==> src/verilog/ps2_pkg.sv <==
package ps2_pkg;

    // ####################
    // hub sizing

    localparam int NUM_PORTS  = 2;                                    // keyboard ports on the hub
    localparam int PORT_W     = (NUM_PORTS > 1) ? $clog2(NUM_PORTS) : 1;

    // ####################
    // frame receiver

    localparam int FRAME_BITS = 11;                                   // start, 8 data, parity, stop
    localparam int FIFO_DEPTH = 4;
    localparam int FIFO_PTR_W = $clog2(FIFO_DEPTH);

    // ####################
    // types and codes

    typedef logic [PORT_W-1:0] port_t;                                // port index
    typedef logic [7:0]        scan_t;                                // one scan code byte

    localparam scan_t BREAK_CODE = 8'hF0;                             // release prefix

    // release decoder states
    typedef enum logic [2:0]
    {
        IDLE,                                                         // wait for a byte
        FETCH,                                                        // pop head, latch it
        CHECK_MAKE,                                                   // break prefix or make
        WAIT_MAKE,                                                    // make dropped
        BREAK_WAIT,                                                   // wait for byte after F0
        FETCH_BRK,                                                    // pop byte after F0
        HOLD                                                          // release pending
    } rel_state_t;

endpackage

==> src/verilog/ps2_sync.sv <==
`timescale 1ns/1ps

module ps2_sync (
    input  logic                          clk,
    input  logic                          rst,
    input  logic [ps2_pkg::NUM_PORTS-1:0] ps2_clk,
    input  logic [ps2_pkg::NUM_PORTS-1:0] ps2_dat,
    output logic [ps2_pkg::NUM_PORTS-1:0] dat_s,
    output logic [ps2_pkg::NUM_PORTS-1:0] fall
);

    import ps2_pkg::*;

    logic [NUM_PORTS-1:0] clk_m;                                      // first stage
    logic [NUM_PORTS-1:0] clk_s;                                      // synchronized ps2 clock
    logic [NUM_PORTS-1:0] clk_prev;                                   // previous sample
    logic [NUM_PORTS-1:0] dat_m;
    logic [NUM_PORTS-1:0] dat_r;

    // ####################
    // ps2 clock, edge detect

    always_ff @(posedge clk)
    begin
        if (!rst)
        begin
            clk_m    <= '1;
            clk_s    <= '1;
            clk_prev <= '1;                                           // idle bus level
            fall     <= '0;
        end
        else
        begin
            clk_m    <= ps2_clk;
            clk_s    <= clk_m;
            clk_prev <= clk_s;
            fall     <= clk_prev & ~clk_s;                            // one pulse per falling edge
        end
    end

    // ####################
    // ps2 data, same depth as fall

    always_ff @(posedge clk)
    begin
        dat_m <= ps2_dat;
        dat_r <= dat_m;
        dat_s <= dat_r;                                               // lines up with fall
    end

endmodule

==> config.mk <==
export PLATFORM = sky130hd
export DESIGN_NAME = ps2_sync
export DESIGN_NICKNAME = d
export VERILOG_FILES = /design/src/verilog/ps2_pkg.sv /design/src/verilog/ps2_sync.sv
export SDC_FILE = /design/constraint.sdc
export NUM_CORES = 1
export LEC_CHECK = 0
export BUFFER_PORTS_ARGS = -buffer_cell sky130_fd_sc_hd__buf_2
export CORE_AREA = 10 10 47 49
export CTS_BUF_LIST = sky130_fd_sc_hd__clkbuf_8
export DETAILED_ROUTE_END_ITERATION = 8
export DIE_AREA = 0 0 57 59
export PLACE_DENSITY = 0.52
export SKIP_LAST_GASP = 1
export SYNTH_ARGS = -nofsm -noshare
export SYNTH_HDL_FRONTEND = slang
export SYNTH_SLANG_ARGS = --single-unit
==> constraint.sdc <==
create_clock -name clk -period 0.91 [get_ports clk]
set_input_delay 0.1365 -clock clk [delete_from_list [all_inputs] [get_ports clk]]
set_output_delay 0.1365 -clock clk [all_outputs]
set_load 0.05 [all_outputs]
After elaboration in Yosys (flattened, before gate mapping)
Index checks and enable logic that the tools add are counted.

word-level totals
  RAM bits = 0
  input port bits = 6
  output and inout bits = 4
  bits in latches = 0
  logic and storage cells = 9
  register bits = 14
  memories = 0
  bits in read-only memories = 0

operators by class
  equality and inequality tests = 0
  $mul = 0
  shifts and indexed selects = 0
  $lt $le $gt $ge = 0
  reduce and logical (&&, ||, !) cells = 0
  mux-type cells = 0
  $add $sub $neg = 0
  divide/modulo/power cells = 0
  bitwise logic cells = 2

operators with widths
  operator           number
  bitwise AND 2 bit  1
  NOT 2 bit          1

Longest topological paths before layout
Gate-level depths: netlist of run 1.

  depth in word-level cells = 2
  depth in mapped cells = 1
  mapped depth without buffers = 1

Worst setup path before layout of run 1
Ideal clock, no wire load.

  path kind = register to output
  start = register dat_s[0] (netlist bit)
  end = output dat_s[0] (netlist bit)
  buffers on the path = 0
  cell stages (with the launch flop) = 1
  slack = 0.186 ns
  data required time = 0.774 ns
  arrival = 0.587 ns
  cells stage by stage = dfxtp_1

RTL lines
  what                    RTL line        text
  from (decl)             ps2_sync.sv:8   output logic [ps2_pkg::NUM_PORTS-1:0] dat_s,
  from (signal assigned)  ps2_sync.sv:48  dat_s <= dat_r;

No word-level cell between the ends.

Worst setup path after layout of run 1
  start = register dat_s[1] (netlist bit)
  end = output dat_s[1] (netlist bit)

No word-level cell between the ends.

==> results of run 1 <==
[sequential cells by signal, summed over array words and instances (netlist names)]
signal / count
clk_prev: 2
clk_m: 2
dat_m: 2
clk_s: 2
dat_s: 2
dat_r: 2
fall: 2
[worst max path at each step]
stage          slack (ns)  depth (start not counted)     start  endpoint
2_1_floorplan        0.19                          0  dat_s[0]  dat_s[0]
3_3_place_gp         0.24                          1   fall[1]   fall[1]
3_5_place_dp         0.22                          1  dat_s[1]  dat_s[1]
4_1_cts              0.02                          1  dat_s[1]  dat_s[1]
5_1_grt             0.002                          1  dat_s[1]  dat_s[1]
6_report             0.04                          1  dat_s[1]  dat_s[1]
[cell type report]
type	count	area (µm²)
fillers	150	916
flip-flops and latches	14	280
repair buffers	11	75.1
multi-input cells	8	55.1
clock buffers	4	55.1
well taps	16	20.0
[metrics by stage]
step	hold slack [ns]	worst slack [ns]	utilization (%)	power (µW)	cell area, µm²
after CTS	0.0790	0.0212	34.6	1310	485
after detailed placement	0.243	0.223	28.6	716	400
after global routing	0.0941	0.00152	34.6	1340	485
final	0.0802	0.0354	34.6	1290	485
after floorplan	0.164	0.186	-	692	335
after global placement	0.239	0.236	28.6	712	400
[cell usage after synthesis]
master / n / share of area, %
dfxtp_1: 14 / 84
nand2b_1: 6 / 11
and3b_1: 2 / 5.2
[metal layers]
metal  up-vias  part of all wire, %
li1         98                    -
met1        81                   42
met2         8                   42
met3         2                   14
met4         0                  1.8
met5         -                    0
[power breakdown]
group / internal (µW) / switching [µW] / total, µW
sequential: 641 / 6.04 / 647
combinational: 29.0 / 36.5 / 65.5
clock: 382 / 195 / 577
total: 1050 / 238 / 1290
[repair_timing]
item / in CTS / in global routing
hold buffers: 2 / 0
endpoints found under the setup margin: 4 / 0
resized for setup: 4 / 0
endpoints found under the hold margin: 2 / 0
buffers inserted: 0 / 0
[kinds of logic after synthesis]
kind of cell,after synthesis,synth area share [%]
flops,14,83.6
simple gates,8,16.4
==> results by group, run 1 <==
Die
  • Starting Density: 23.9%
  • Die outline height: 59 µm
  • Core area: 1400 µm²
  • Std-Cell Rows: 14
  • Die area: 3360 µm²
  • # IOs: 10
  • Die width: 57 µm

Critical path
  • CP delay by family, top: flip-flops
  • FF-to-FF End: fall[0]
  • CP Max Fanout: 1
  • Worst path max stage delay: 0.31 ns
  • Crit path max-delay cell type: dfxtp_1
  • Startpoint types: register
  • CP Capture Type: output pin
  • Critical path class: register to output pin
  • R2r worst-path depth: 1
  • RR Startpoint: clk_s[0]
  • Worst Path Arrival: 0.74 ns
  • CP bufs+invs: 1
  • R2r setup slk: 0.32 ns
  • Crit-path cells: buf_4
  • Critical Path RT: 0.77 ns

Detailed routing
  • Drt total wl: 497 µm
  • Vias per inst: 3.57
  • Via count: 189
  • Post-route ant nets: 0
  • Drt first-iter violations: 5
  • DRC: 0
  • Pre-antenna DRT Iters: 4
  • Routed WL per cell: 9.38 µm

GRT
  • Met1 usage: 2.54%
  • Met3 Track Usage GR: 2.79%
  • GR peak layer: met4
  • GR Util met2: 4.50%
  • Total grt overflow: 0
  • Vias in the first global route: 215
  • Initial antenna violation count: 0
  • Total GRT Usage: 3.39%
  • Largest net degree at the start of global routing: 9
  • First-pass GRT wire length: 814 µm

STA
  • Final hold vios: 0
  • Fmax: 1.14 GHz
  • Slew HR: 90.2%
  • Tmin final: 0.875 ns
  • Period utilization: 96.1%
  • Setup TNS Final: 0 ns
  • Max-slew violations: 0
  • Final setup viols: 0
  • Clock Skew: 0.00123 ns
  • Worst Max-Slew Pin Slew: 0.148 ns
  • RSZ-0062 raised after global routing: false

CTS
  • Clk slew on worst S/H paths: 0.05 ns
  • Worst-case clock buffer depth: 2
  • CTS tree: yes
  • Htree depth: 1
  • CTS Buf Count: 3
  • Clk sinks: 14
  • Latest clock arrival within the worst-skew pair: 0.24 ns
  • CTS root buffer: clkbuf_8

Finish
  • Area grow syn2layout: 44.8%
  • Layout cells sized above 1: 35.1%
  • Nets: 44
  • Most common library cell in the layout ignoring fill and taps: dfxtp_1
  • Cell Count, Final, Fillers Out: 53
  • ANT cells: 0
  • Most frequent cells in the layout: 14 x dfxtp_1, 6 x nand2b_1, 5 x buf_2

Power and ir drop
  • LEAKAGE: 0.000220 µW
  • Worst vdd ir: 963 µV
  • Power per cell area: 2660 nW/µm²

Synthesis
  • Syn Nets: 28
  • Netlist cell types: 3
  • Synth Instances: 22
  • Post-Syn Area: 335 µm²
  • Register area share after synthesis: 83.6%
  • #FFs+latches synth: 14
  • Avg Cell Area, Syn: 15.2 µm²
  • Total of warnings raised by yosys: 0

Status
  • Outcome: completed

Run
  • Max cap viols: 0

Worst hold path
  • Hold EP: clk_m[0]
  • Hold WC Path Type: primary input to register
  • Min-Delay Startpoint: ps2_clk[0]
  • Hold-critical path depth: 2

Place
  • Inst Count DP: 47
  • IO buf count: 9
  • GPL Wtd Cong: 0.540
Power figures use the tool's default switching activity.
==> run 2, diff against run 1 <==
Settings changed: ABC_AREA set to 1, PLACE_DENSITY 0.52 to unset, PLACE_DENSITY_LB_ADDON set to 0.1, SETUP_SLACK_MARGIN set to 0.05.
==> results by group, run 2 <==
Critical path
  • Worst Path Arrival: 0.71 ns (-0.03 ns)
  • Crit path max-delay cell type: dfxtp_2
  • Worst path max stage delay: 0.32 ns (about the same)
  • Critical path class: register to output pin
  • Critical Path RT: 0.77 ns (about the same)
  • WP depth: 1 (unchanged)
  • CP bufs+invs: 1 (unchanged)
  • CP Capture Type: output pin
  • Crit-path cells: buf_6
  • CP Max Fanout: 1 (unchanged)
  • Startpoint types: register
  • CP delay by family, top: flip-flops
  • R2r worst-path depth: 3 (+2)

Finish
  • Layout cells sized above 1: 37.8% (+2.6 points)
  • Multi-input logic area: 30.0 µm² (-45%)
  • Cell Count, Final, Fillers Out: 61 (+15%)
  • Reg area: 285 µm² (+1.8%)
  • Area grow syn2layout: 51.1%
  • Most common library cell in the layout ignoring fill and taps: dfxtp_1
  • ANT cells: 0 (unchanged)
  • Number of fill cells: 157 (+4.7%)
  • Nets: 52 (+18%)
  • Most frequent cells in the layout: 10 x dfxtp_1, 8 x inv_1, 6 x nand2_1

Synthesis
  • Syn Nets: 36 (+29%)
  • Synth cell count leaders: 14 x dfxtp_1, 8 x inv_1, 6 x nand2_1
  • #FFs+latches synth: 14 (unchanged)
  • Netlist cell types: 4 (+1)
  • Yosys top cell area share: 82.4% (-1.2 points)
  • Post-Syn Area: 340 µm² (+1.5%)
  • Synth top area cells: dfxtp_1 82%, inv_1 8.8%, nand2_1 6.6%, nor2_1 2.2%
  • Ys flop type: dfxtp_1
  • Total of warnings raised by yosys: 0 (unchanged)
  • Post-synth EDFFs: 0 (unchanged)
  • Most frequent cell after synthesis: dfxtp_1
  • Avg Cell Area, Syn: 11.3 µm² (-26%)
  • Synth Instances: 30 (+36%)
  • Asr flop ratio synth: 0% (unchanged)
  • Register area share after synthesis: 82.4% (-1.2 points)
  • Area leader, netlist: dfxtp_1

Power and ir drop
  • Worst vdd ir: 1220 µV (+26%)
  • Clock power share: 44.6% (-0.2 points)
  • Sw power: 245 µW (+3.2%)
  • Comb pwr share: 5.5% (+0.4 points)
  • Seq pwr share: 49.9% (-0.3 points)
  • Net Sw Frac: 18.8% (+0.42 points)
  • Power per cell area: 2530 nW/µm² (-4.7%)
  • LEAKAGE: 0.000279 µW (+27%)
  • Power Internal: 1060 µW (+0.39%)

Run
  • Max cap viols: 0 (unchanged)

Detailed routing
  • Vias per inst: 3.44 (-3.5%)
  • Via count: 210 (+11%)
  • Post-route ant nets: 0 (unchanged)
  • Pre-antenna DRT Iters: 2 (-2)
  • Routed WL per cell: 7.56 µm (-19%)
  • Drt total wl: 461 µm (-7.2%)
  • DRC: 0 (unchanged)
  • Drt first-iter violations: 1 (-4)

Die
  • Core area: 1400 µm² (unchanged)
  • Die area: 3360 µm² (unchanged)
  • Std-Cell Rows: 14 (unchanged)
  • Die width: 57 µm (unchanged)
  • Die outline height: 59 µm (unchanged)
  • # IOs: 10 (unchanged)
  • Starting Density: 24.3% (+0.36 points)

Status
  • Outcome: completed

GRT
  • Total GRT Usage: 3.12% (-0.28 points)
  • Total grt overflow: 0 (unchanged)
  • Vias in the first global route: 165 (-23%)
  • Largest net degree at the start of global routing: 9 (unchanged)
  • First-pass GRT wire length: 662 µm (-19%)
  • Initial antenna violation count: 0 (unchanged)

CTS
  • CTS root buffer: clkbuf_8
  • Latest clock arrival within the worst-skew pair: 0.24 ns (about the same)
  • Worst-case clock buffer depth: 2 (unchanged)
  • Clk slew on worst S/H paths: 0.05 ns (about the same)
  • CTS Buf Count: 3 (unchanged)
  • Clk sinks: 14 (unchanged)
  • CTS tree: yes
  • Post-CTS Setup Bufs: 0 (unchanged)
  • Htree depth: 1 (unchanged)

Place
  • IO buf count: 9 (unchanged)
  • DP Wirelength: 348 µm
  • GPL Wtd Cong: 0.608 (+13%)
  • Inst Count DP: 55 (+17%)

STA
  • Tmin final: 0.842 ns (-0.0322 ns)
  • Clock Skew: 0.000963 ns (-0.000267 ns)
  • Slew HR: 92.7% (+2.5 points)
  • Max-slew violations: 0 (unchanged)
  • RSZ-0062 raised after global routing: true
  • Fmax: 1.19 GHz (+3.8%)
  • Final setup viols: 0 (unchanged)
  • Period utilization: 92.6% (-3.5 points)
  • Worst Max-Slew Pin Slew: 0.109 ns (-0.0392 ns)
  • Setup TNS Final: 0 ns (unchanged)
  • Final hold vios: 0 (unchanged)

Worst hold path
  • Hold WC Path Type: primary input to register
  • Hold-critical path depth: 3 (+1)
[run 2: per-stage QoR]
step	hold WS [ns]	power, µW	utilization, %	worst slack, ns	instance area [µm²]
after CTS	0.0590	1330	36.3	0.0398	508
after detailed placement	0.240	716	28.9	0.229	405
final	0.0646	1300	36.7	0.0677	514
after floorplan	0.164	693	-	0.186	340
after global placement	0.238	713	28.9	0.239	405
after global routing	0.0743	1350	36.7	0.0461	514
[run 2: metal layers]
layer  routed length, µm  vias to the layer above  global-route usage, %
met3                  39                        4                   2.79
met5                   0                        -                      0
met4                  25                        0                   6.04
met2                 170                        9                   2.95
li1                    -                      112                      -
met1                 226                       85                   2.62
[run 2: kinds of logic after synthesis]
logic type	share of synthesized area, %
and+or+nand+nor	8.82
DFF	82.4
buffers and inverters	8.82
[run 2: path summary, 6_finish.rpt]
path / start / to / slack [ns]
setup reg to reg: clk_s[1] / fall[1] / 0.38
setup / recovery: dat_s[1] / dat_s[1] / 0.07
hold reg to reg: dat_m[1] / dat_r[1] / 0.32
hold / removal: ps2_clk[1] / clk_m[1] / 0.06
[run 2: layout make-up]
class	instances	share of cell area, %
Multi-Input combinational cell	8	5.84
Clock buffer	4	10.7
Tap cell	16	3.89
Timing Repair Buffer	11	18.2
Sequential cell	14	55.5
Inverter	8	5.84
[run 2: power groups by stage]
stage,logic (µW),clock network [µW],registers (µW)
3_3_place_gp,55.3,0,658
2_1_floorplan,9.46,0,684
4_1_cts,71.8,605,648
6_report,71.2,581,649
5_1_grt,77.3,620,651
3_5_place_dp,56.6,0,659
[run 2: what timing repair did]
action,4_1_cts,5_1_grt
hold buffers,2,0
resized for setup,10,3
setup endpoints to repair,4,3
endpoints found under the hold margin,2,0
