[config.mk]
export PLATFORM = sky130hd
export DESIGN_NAME = ps2_channel
export DESIGN_NICKNAME = d
export VERILOG_FILES = /design/src/verilog/ps2_pkg.sv /design/src/verilog/ps2_frame_rx.sv /design/src/verilog/ps2_channel.sv
export SDC_FILE = /design/constraint.sdc
export NUM_CORES = 1
export LEC_CHECK = 0
export CORE_ASPECT_RATIO = 1.75
export CORE_MARGIN = 2
export CORE_UTILIZATION = 45
export CTS_CLUSTER_DIAMETER = 80
export DETAILED_ROUTE_END_ITERATION = 7
export DONT_BUFFER_PORTS = 1
export PLACE_DENSITY = 0.57
export REMOVE_ABC_BUFFERS = 1
export SLEW_MARGIN = 20
export SYNTH_ARGS = -nofsm -noshare
export SYNTH_HDL_FRONTEND = slang
export SYNTH_HIERARCHICAL = 1
export SYNTH_SLANG_ARGS = --single-unit
[constraint.sdc]
create_clock -name clk -period 2.8 [get_ports clk]
set_input_delay 0.7 -clock clk [delete_from_list [all_inputs] [get_ports clk]]
set_output_delay 0.7 -clock clk [all_outputs]
set_load 0.1 [all_outputs]
[src/verilog/ps2_pkg.sv]
package ps2_pkg;

    // ####################
    // hub sizing

    localparam int NUM_PORTS  = 2;                                    // keyboard ports on the hub
    localparam int PORT_W     = (NUM_PORTS > 1) ? $clog2(NUM_PORTS) : 1;

    // ####################
    // frame receiver

    localparam int FRAME_BITS = 11;                                   // start, 8 data, parity, stop
    localparam int FIFO_DEPTH = 4;
    localparam int FIFO_PTR_W = $clog2(FIFO_DEPTH);

    // ####################
    // types and codes

    typedef logic [PORT_W-1:0] port_t;                                // port index
    typedef logic [7:0]        scan_t;                                // one scan code byte

    localparam scan_t BREAK_CODE = 8'hF0;                             // release prefix

    // release decoder states
    typedef enum logic [2:0]
    {
        IDLE,                                                         // wait for a byte
        FETCH,                                                        // pop head, latch it
        CHECK_MAKE,                                                   // break prefix or make
        WAIT_MAKE,                                                    // make dropped
        BREAK_WAIT,                                                   // wait for byte after F0
        FETCH_BRK,                                                    // pop byte after F0
        HOLD                                                          // release pending
    } rel_state_t;

endpackage

[src/verilog/ps2_frame_rx.sv]
`timescale 1ns/1ps

module ps2_frame_rx (
    input  logic           clk,
    input  logic           rst,
    input  logic           fall,
    input  logic           dat_s,
    input  logic           next_data,
    output logic           ready,
    output ps2_pkg::scan_t data
);

    import ps2_pkg::*;

    logic [3:0]            bit_cnt;                                   // bit position in frame
    logic [9:0]            shreg;                                     // parity, d7..d0, start
    logic                  frame_end;
    logic                  frame_ok;
    logic                  push;
    logic                  pop;

    scan_t                 mem [FIFO_DEPTH];
    logic [FIFO_PTR_W-1:0] head;
    logic [FIFO_PTR_W-1:0] tail;
    logic [FIFO_PTR_W:0]   fill;

    // ####################
    // frame shifter

    assign frame_end = fall && (bit_cnt == 4'(FRAME_BITS - 1));      // stop bit arriving
    assign frame_ok  = !shreg[0] && dat_s && (^shreg[9:1]);           // start 0, stop 1, odd parity
    assign push      = frame_end && frame_ok;
    assign pop       = next_data;

    always_ff @(posedge clk)
    begin
        if (!rst)
            bit_cnt <= '0;
        else if (fall)
        begin
            if (frame_end)
                bit_cnt <= '0;
            else if (bit_cnt != '0 || !dat_s)                         // hold at 0 until a start bit
                bit_cnt <= bit_cnt + 4'd1;
        end
    end

    always_ff @(posedge clk)
    begin
        if (fall && !frame_end)
            shreg <= {dat_s, shreg[9:1]};                             // lsb first
    end

    // ####################
    // byte fifo

    always_ff @(posedge clk)
    begin
        if (push)
            mem[tail] <= shreg[8:1];
    end

    always_ff @(posedge clk)
    begin
        if (!rst)
        begin
            head <= '0;
            tail <= '0;
            fill <= '0;
        end
        else
        begin
            if (push)
                tail <= tail + 1'b1;
            if (pop)
                head <= head + 1'b1;
            case ({push, pop})
                2'b10:   fill <= fill + 1'b1;
                2'b01:   fill <= fill - 1'b1;
                default: fill <= fill;
            endcase
        end
    end

    assign ready = (fill != '0);
    assign data  = mem[head];                                         // head, valid while ready

    // the decoder drains far faster than frames arrive
    a_no_overflow : assert property (@(posedge clk) disable iff (!rst)
        push |-> (fill != (FIFO_PTR_W + 1)'(FIFO_DEPTH)))
        else $error("ps2_frame_rx: byte pushed into a full FIFO");

    a_no_underflow : assert property (@(posedge clk) disable iff (!rst)
        next_data |-> ready)
        else $error("ps2_frame_rx: pop from an empty FIFO");

endmodule

[src/verilog/ps2_channel.sv]
`timescale 1ns/1ps

module ps2_channel (
    input  logic           clk,
    input  logic           rst,
    input  logic           fall,
    input  logic           dat_s,
    input  logic           rel_ack,
    output logic           rel_valid,
    output ps2_pkg::scan_t rel_code
);

    import ps2_pkg::*;

    rel_state_t state;
    rel_state_t state_nx;
    logic       ready;
    logic       next_data;
    scan_t      data;

    ps2_frame_rx frame_rx_i (
        .clk       (clk),
        .rst       (rst),
        .fall      (fall),
        .dat_s     (dat_s),
        .next_data (next_data),
        .ready     (ready),
        .data      (data)
    );

    // ####################
    // release decoder

    always_comb
    begin
        state_nx = state;
        case (state)
            IDLE:
                if (ready)
                    state_nx = FETCH;
            FETCH:
                state_nx = CHECK_MAKE;
            CHECK_MAKE:
                state_nx = (rel_code == BREAK_CODE) ? BREAK_WAIT : WAIT_MAKE;
            WAIT_MAKE:
                state_nx = IDLE;                                      // make byte discarded
            BREAK_WAIT:
                if (ready)
                    state_nx = FETCH_BRK;
            FETCH_BRK:
                state_nx = (data == BREAK_CODE) ? BREAK_WAIT : HOLD;  // repeated F0 keeps waiting
            HOLD:
                if (rel_ack)
                    state_nx = IDLE;
            default:
                state_nx = IDLE;
        endcase
    end

    always_ff @(posedge clk)
    begin
        if (!rst)
        begin
            state     <= IDLE;
            next_data <= 1'b0;
        end
        else
        begin
            state     <= state_nx;
            next_data <= (state_nx == FETCH) || (state_nx == FETCH_BRK);  // pop while fetching
        end
    end

    // previous code, steady through HOLD
    always_ff @(posedge clk)
    begin
        if (state == FETCH || state == FETCH_BRK)
            rel_code <= data;
    end

    assign rel_valid = (state == HOLD);

    a_ack_when_valid : assert property (@(posedge clk) disable iff (!rst)
        rel_ack |-> rel_valid)
        else $error("ps2_channel: acknowledge without a pending release");

endmodule

== Word level (Yosys, flattened, before mapping) ==
Memory sizes are Yosys's and may differ from the RTL's. A register that Yosys moved wholly into a read port is not among the register bits.
Index checks and enable logic that the tools add are counted.

* Flip-flop bits (word level): 33
* Bits in latches: 0
* Bits in writable memories: 32
* Bits in read-only memories: 0
* Input port bits: 5
* Output and inout port bits: 9
* Logic and storage cells: 57
* Memories: 1

* $add $sub $neg: 5
* Multiply operators: 0
* Div/mod/pow operators: 0
* Magnitude comparators: 0
* Equal/unequal tests: 12
* Shifts and indexed selects: 0
* Mux-type cells: 13
* Bitwise operators: 0
* Reductions and logical operators: 18

{| class="wikitable"
|+ Memories
! name !! depth !! bits a word !! rd ports !! clocked after Yosys merged registers in !! wr ports !! line !! source
|-
| frame_rx_i.mem || 4 || 8 || 1 || 1 || 1 || ps2_frame_rx.sv:22 || <nowiki>scan_t mem [FIFO_DEPTH];</nowiki>
|}

{| class="wikitable"
|+ Operator list
! operator !! count
|-
| $pmux W3 S6 || 1
|-
| $eq A8 B8 Y1 const B || 2
|-
| $eq A3 B3 Y1 const B || 4
|-
| $mux W3 || 4
|-
| $reduce_xor A9 Y1 || 1
|-
| $mux W4 || 2
|-
| $eq A3 B1 Y1 const B || 2
|-
| $mux W2 || 3
|-
| $pmux W3 S2 || 1
|-
| $logic_and A1 B1 Y1 || 5
|-
| $add A2 B1 Y2 const B || 2
|-
| $add A4 B1 Y4 const B || 1
|-
| $eq A4 B4 Y1 const B || 1
|-
| $reduce_bool A2 Y1 || 2
|-
| $reduce_bool A4 Y1 || 1
|-
| $add A3 B1 Y3 const B || 1
|-
| $eq A3 B2 Y1 const B || 1
|-
| $logic_not A1 Y1 || 3
|-
| $logic_not A3 Y1 || 1
|-
| $logic_or A1 B1 Y1 || 3
|-
| $reduce_bool A3 Y1 || 1
|-
| $sub A3 B1 Y3 const B || 1
|-
| $eq A2 B1 Y1 const B || 1
|-
| $eq A2 B2 Y1 const B || 1
|-
| other kinds (2) || 3
|}

== Longest topological paths before layout ==
* Word-level depth: 6
* Gate-level depth with buffers: 12
* Gate-level depth less buffers: 12

== By module ==
Netlist, hierarchy kept.

{| class="wikitable"
|+ Modules (own cells, without submodules)
! module !! times used !! cells an instance !! area an instance (um2) !! seq. area each (um2)
|-
| ps2_frame_rx || 1 || 139 || 2292.2 || 1521.5
|-
| ps2_channel || 1 || 37 || 506.7 || 320.3
|}

== Worst setup path before layout ==
Ideal clock, no wire load.

* Kind: flip-flop to flip-flop
* Start point: register frame_rx_i.shreg[3]
* End point: register frame_rx_i.fill[2]
* Library setup time: 0.076 ns
* Arrival: 2.464 ns
* Data required time: 2.724 ns
* Slack: 0.261 ns
* Cell stages (with the launch flop): 11
* Buffers on the path: 0
* Clock period less this slack: 2.539 ns
* Cells stage by stage: edfxtp_1 > xor2_1 > xnor3_1 > mux2i_4 > inv_2 > ha_1 > inv_1 > fa_1 > xor2_1 > or3_1 > a21boi_0

* Longest elaborated chain between the ends: 5
* Elaborated cells on any way between the ends: 7
* Classes of those cells: eq/ne: 2; mux: 1; reduce/logical: 4

{| class="wikitable"
|+ RTL lines
! what !! line !! source
|-
| from (decl) || ps2_frame_rx.sv:16 || <nowiki>logic [9:0] shreg;</nowiki>
|-
| from (signal assigned) || ps2_frame_rx.sv:51 || <nowiki>shreg <= {dat_s, shreg[9:1]};</nowiki>
|-
| $reduce_xor A9 Y1 (*) || ps2_frame_rx.sv:31 || <nowiki>assign frame_ok = !shreg[0] && dat_s && (^shreg[9:1]);</nowiki>
|-
| $logic_and A1 B1 Y1 (*) || ps2_frame_rx.sv:31 ||
|-
| $logic_and A1 B1 Y1 (*) || ps2_frame_rx.sv:32 || <nowiki>assign push = frame_end && frame_ok;</nowiki>
|-
| $eq A2 B1 Y1 or $eq A2 B2 Y1 (tied branches) || ps2_frame_rx.sv:77 || <nowiki>case ({push, pop})</nowiki>
|-
| $pmux W3 S2 or $reduce_bool A2 Y1 (tied branches) || - ||
|-
| to (signal assigned) || ps2_frame_rx.sv:78 || <nowiki>2'b10: fill <= fill + 1'b1;</nowiki>
|-
| to (signal assigned) || ps2_frame_rx.sv:79 || <nowiki>2'b01: fill <= fill - 1'b1;</nowiki>
|-
| to (signal assigned) || ps2_frame_rx.sv:80 || <nowiki>default: fill <= fill;</nowiki>
|-
| to (decl) || ps2_frame_rx.sv:25 || <nowiki>logic [FIFO_PTR_W:0] fill;</nowiki>
|}

Every way passes the cells marked *; elsewhere a longest branch is shown, timed or not.
A chain may end at the register's enable or synchronous reset.

== Final worst setup path ==
* Start point: register frame_rx_i.shreg[8]
* End point: register frame_rx_i.fill[2]

Same word-level chain as after synthesis.

==> impl_metrics.py <==
metrics = {
    "cts": {
        "cts_tree": "yes",
        "clk_path_buf_depth": 2,
        "cts_buffers": 9,
        "clk_pin_slew_worst_paths_ns": 0.07,
        "clk_latency_ns": 0.33,
        "cts_max_level": 3,
        "cts_root_buf": "clkbuf_8",
        "cts.sinks": 67,
        "hold_buffers": 0,
    },
    "worst_hold_path": {
        "worstHoldPathCells": 0,
        "hp-start": "dat_s",
        "min_to": "frame_rx_i/shreg[9]",
        "hp-class": "input pin to register",
    },
    "final_layout": {
        "layout.nets": 216,
        "synthToLayoutAreaGrowth_pct": 16.1,
        "final_common_cell": "edfxtp_1",
        "layout_common_cells": "edfxtp_1, buf_4, dfxtp_1, nand2_1, and2_1",
        "n_antenna_cell": 0,
        "fillers": 546,
        "fin_area_sq_um": 3250,
        "drive_gt1_frac": 0.280,
        "final_cell_count_no_fill": 287,
    },
    "sta": {
        "hold_viol_final": 0,
        "setup_violations": 0,
        "worst_pin_slew_ns": 0.476,
        "fmax_ghz": 0.375,
        "rsz0062_at_grt": "false",
        "setup_tns_ns": 0,
        "slew_headroom": 0.680,
        "fin_skew_ns": 0.00529,
        "drv_slew": 0,
        "fin_crit_ns": 2.67,
        "fin_crit_sh": 0.952,
    },
    "floorplanning": {
        "die_area_sq_um": 6890,
        "pin_count": 14,
        "die_x_um": 63.6,
        "die_h_um": 108,
        "start_util": 0.460,
        "core_area_sq_um": 6090,
        "num_rows": 38,
    },
    "synthesis": {
        "ys_ff_latch": 67,
        "synth.distinct_cells": 39,
        "yosysWarnings": 6,
        "syn_area_per_cell_sq_um": 15.9,
        "synth_area_sq_um": 2800,
        "synth_top_cell_area_share": 0.536,
        "synthTopCellsByArea": "edfxtp_1, dfxtp_1, mux4_2",
        "seq_area_frac_synth": 0.658,
        "syn_inst": 176,
        "yosysTopAreaCell": "edfxtp_1",
    },
    "placed_design": {
        "place_congestion": 0.723,
        "dp_cells": 264,
        "dp.final_hpwl_um": 3370,
        "postPlaceCellArea_sq_um": 2970,
        "portBuffers": 0,
    },
    "grt": {
        "grt_pass1_wl_um": 7420,
        "overflow": 0,
        "grt_pass1_vias": 1506,
        "antenna_found_initial": 0,
        "grt_use_total": 0.150,
        "grt_max_degree": 19,
    },
    "outcome": {
        "status": "finished, final reports clean",
    },
    "drt": {
        "vias_per_cell": 5.05,
        "drt_iter0_drc": 45,
        "drc_errors": 0,
        "ant_nets": 0,
        "vias": 1448,
        "routed_wl_um": 4540,
        "routedWlPerCell_um": 15.8,
        "dr.pass1.iters": 4,
    },
    "critical_path": {
        "regToRegSetupSlack_ns": 0.13,
        "arrival_ns": 2.93,
        "critPathCaptureType": "register",
        "cp_data_required_time_ns": 3.06,
        "startpoint_type": "register",
        "crit_type": "register to register",
        "reg2reg_to": "frame_rx_i/fill[2]",
        "reg2regPathDepth": 10,
        "reg2reg_from": "frame_rx_i/shreg[8]",
        "crit_fanout": 5,
    },
    "power_and_ir_drop": {
        "p_leak_nw": 1.16,
        "ir_drop_mv": 0.326,
        "power_density_nw_per_um2": 735,
    },
    "flow_run": {
        "maxCapViolations": 0,
    },
}
cell type report:
cell class | instances | area, sq um | share of cell area
clock inverters | 5 | 76.3 | 0.0235
inverters | 10 | 37.5 | 0.0116
multi-input cells | 96 | 917 | 0.282
repair buffers | 18 | 135 | 0.0416
well taps | 80 | 100 | 0.0308
flip-flops and latches | 67 | 1840 | 0.567
clock buffers | 11 | 141 | 0.0435
cells in the mapped netlist (all sizes together):
library cell / n
dfxtp: 17
nand3b: 2
nand4: 1
mux2i: 4
and2b: 3
a21boi: 4
xor2: 4
fa: 1
o311a: 1
inv: 10
o211ai: 1
edfxtp: 50
clkbuf: 1
or4: 2
o211a: 1
nor2: 2
a2111oi: 1
nand4b: 1
or2b: 1
xnor3: 2
mux4: 8
o31a: 1
buf: 2
nand2: 16
o31ai: 1
o311ai: 1
ha: 8
or4b: 1
o21ai: 7
nor4: 1
or3: 4
a21oi: 1
xnor2: 4
and2: 12
power breakdown:
part	switching (mW)	internal, mW	leakage [nW]	total (mW)
clock	0.338	0.521	0.107	0.859
combinational	0.214	0.143	0.461	0.358
sequential	0.0455	1.13	0.595	1.17
worst max path at each step:
stage,start,to,slack (ns),cells past startpoint
floorplan,frame_rx_i/shreg[3],frame_rx_i/fill[2],0.26,10
global placement,frame_rx_i/shreg[3],frame_rx_i/fill[2],0.18,10
detailed placement,frame_rx_i/shreg[3],frame_rx_i/fill[2],0.05,10
CTS,frame_rx_i/shreg[3],frame_rx_i/fill[2],0.03,10
global route,frame_rx_i/shreg[8],frame_rx_i/fill[2],0.02,10
finish,frame_rx_i/shreg[8],frame_rx_i/fill[2],0.13,10
critical path, cell delays in order (launching register included):
cell	delay (ns)
edfxtp_1	0.49
xnor2_1	0.21
xnor3_2	0.48
mux2i_4	0.21
inv_2	0.05
ha_2	0.17
inv_1	0.05
fa_2	0.33
xor2_1	0.15
or3_1	0.33
a21boi_2	0.13
registers in the layout, summed over array words and instances (netlist names), named ones only:
register	count
frame_rx_i/mem	32
frame_rx_i/shreg	10
state	3
frame_rx_i/tail	2
frame_rx_i/head	2
next_data	1
rel_code	8
frame_rx_i/fill	3
frame_rx_i/bit_cnt	4
layer usage:
metal / up-vias / part of all wire / global-route usage
met2: 26 / 0.60 / 0.280
li1: 706 / - / -
met3: 5 / 0.031 / 0.0489
met4: 0 / 0.012 / 0.0839
met1: 711 / 0.36 / 0.141
met5: - / 0 / 0
what timing repair did:
| item | in CTS | in global routing |
|---|---|---|
| setup buffers | 0 | 7 |
| endpoints found under the hold margin | 0 | 0 |
| setup endpoints to repair | 0 | 1 |
| resized for setup | 0 | 5 |
through the flow:
step	setup WS [ns]	util	hold slack [ns]	total power, mW
6_report	0.135	0.534	0.463	2.39
5_1_grt	0.0175	0.534	0.427	2.50
4_1_cts	0.0321	0.524	0.431	2.42
3_5_place_dp	0.0451	0.488	0.478	1.55
3_3_place_gp	0.182	0.488	0.465	1.54
2_1_floorplan	0.261	-	0.449	1.47
cell families after synthesis:
kind of cell | synth area share
xor gates and xnor gates | 0.0411
and+or+nand+nor | 0.104
muxes | 0.0831
AOI/OAI and AO/OA | 0.0532
adders and majority gates | 0.0429
buffers and inverters | 0.0179
DFF | 0.658
Power figures use the tool's default switching activity.
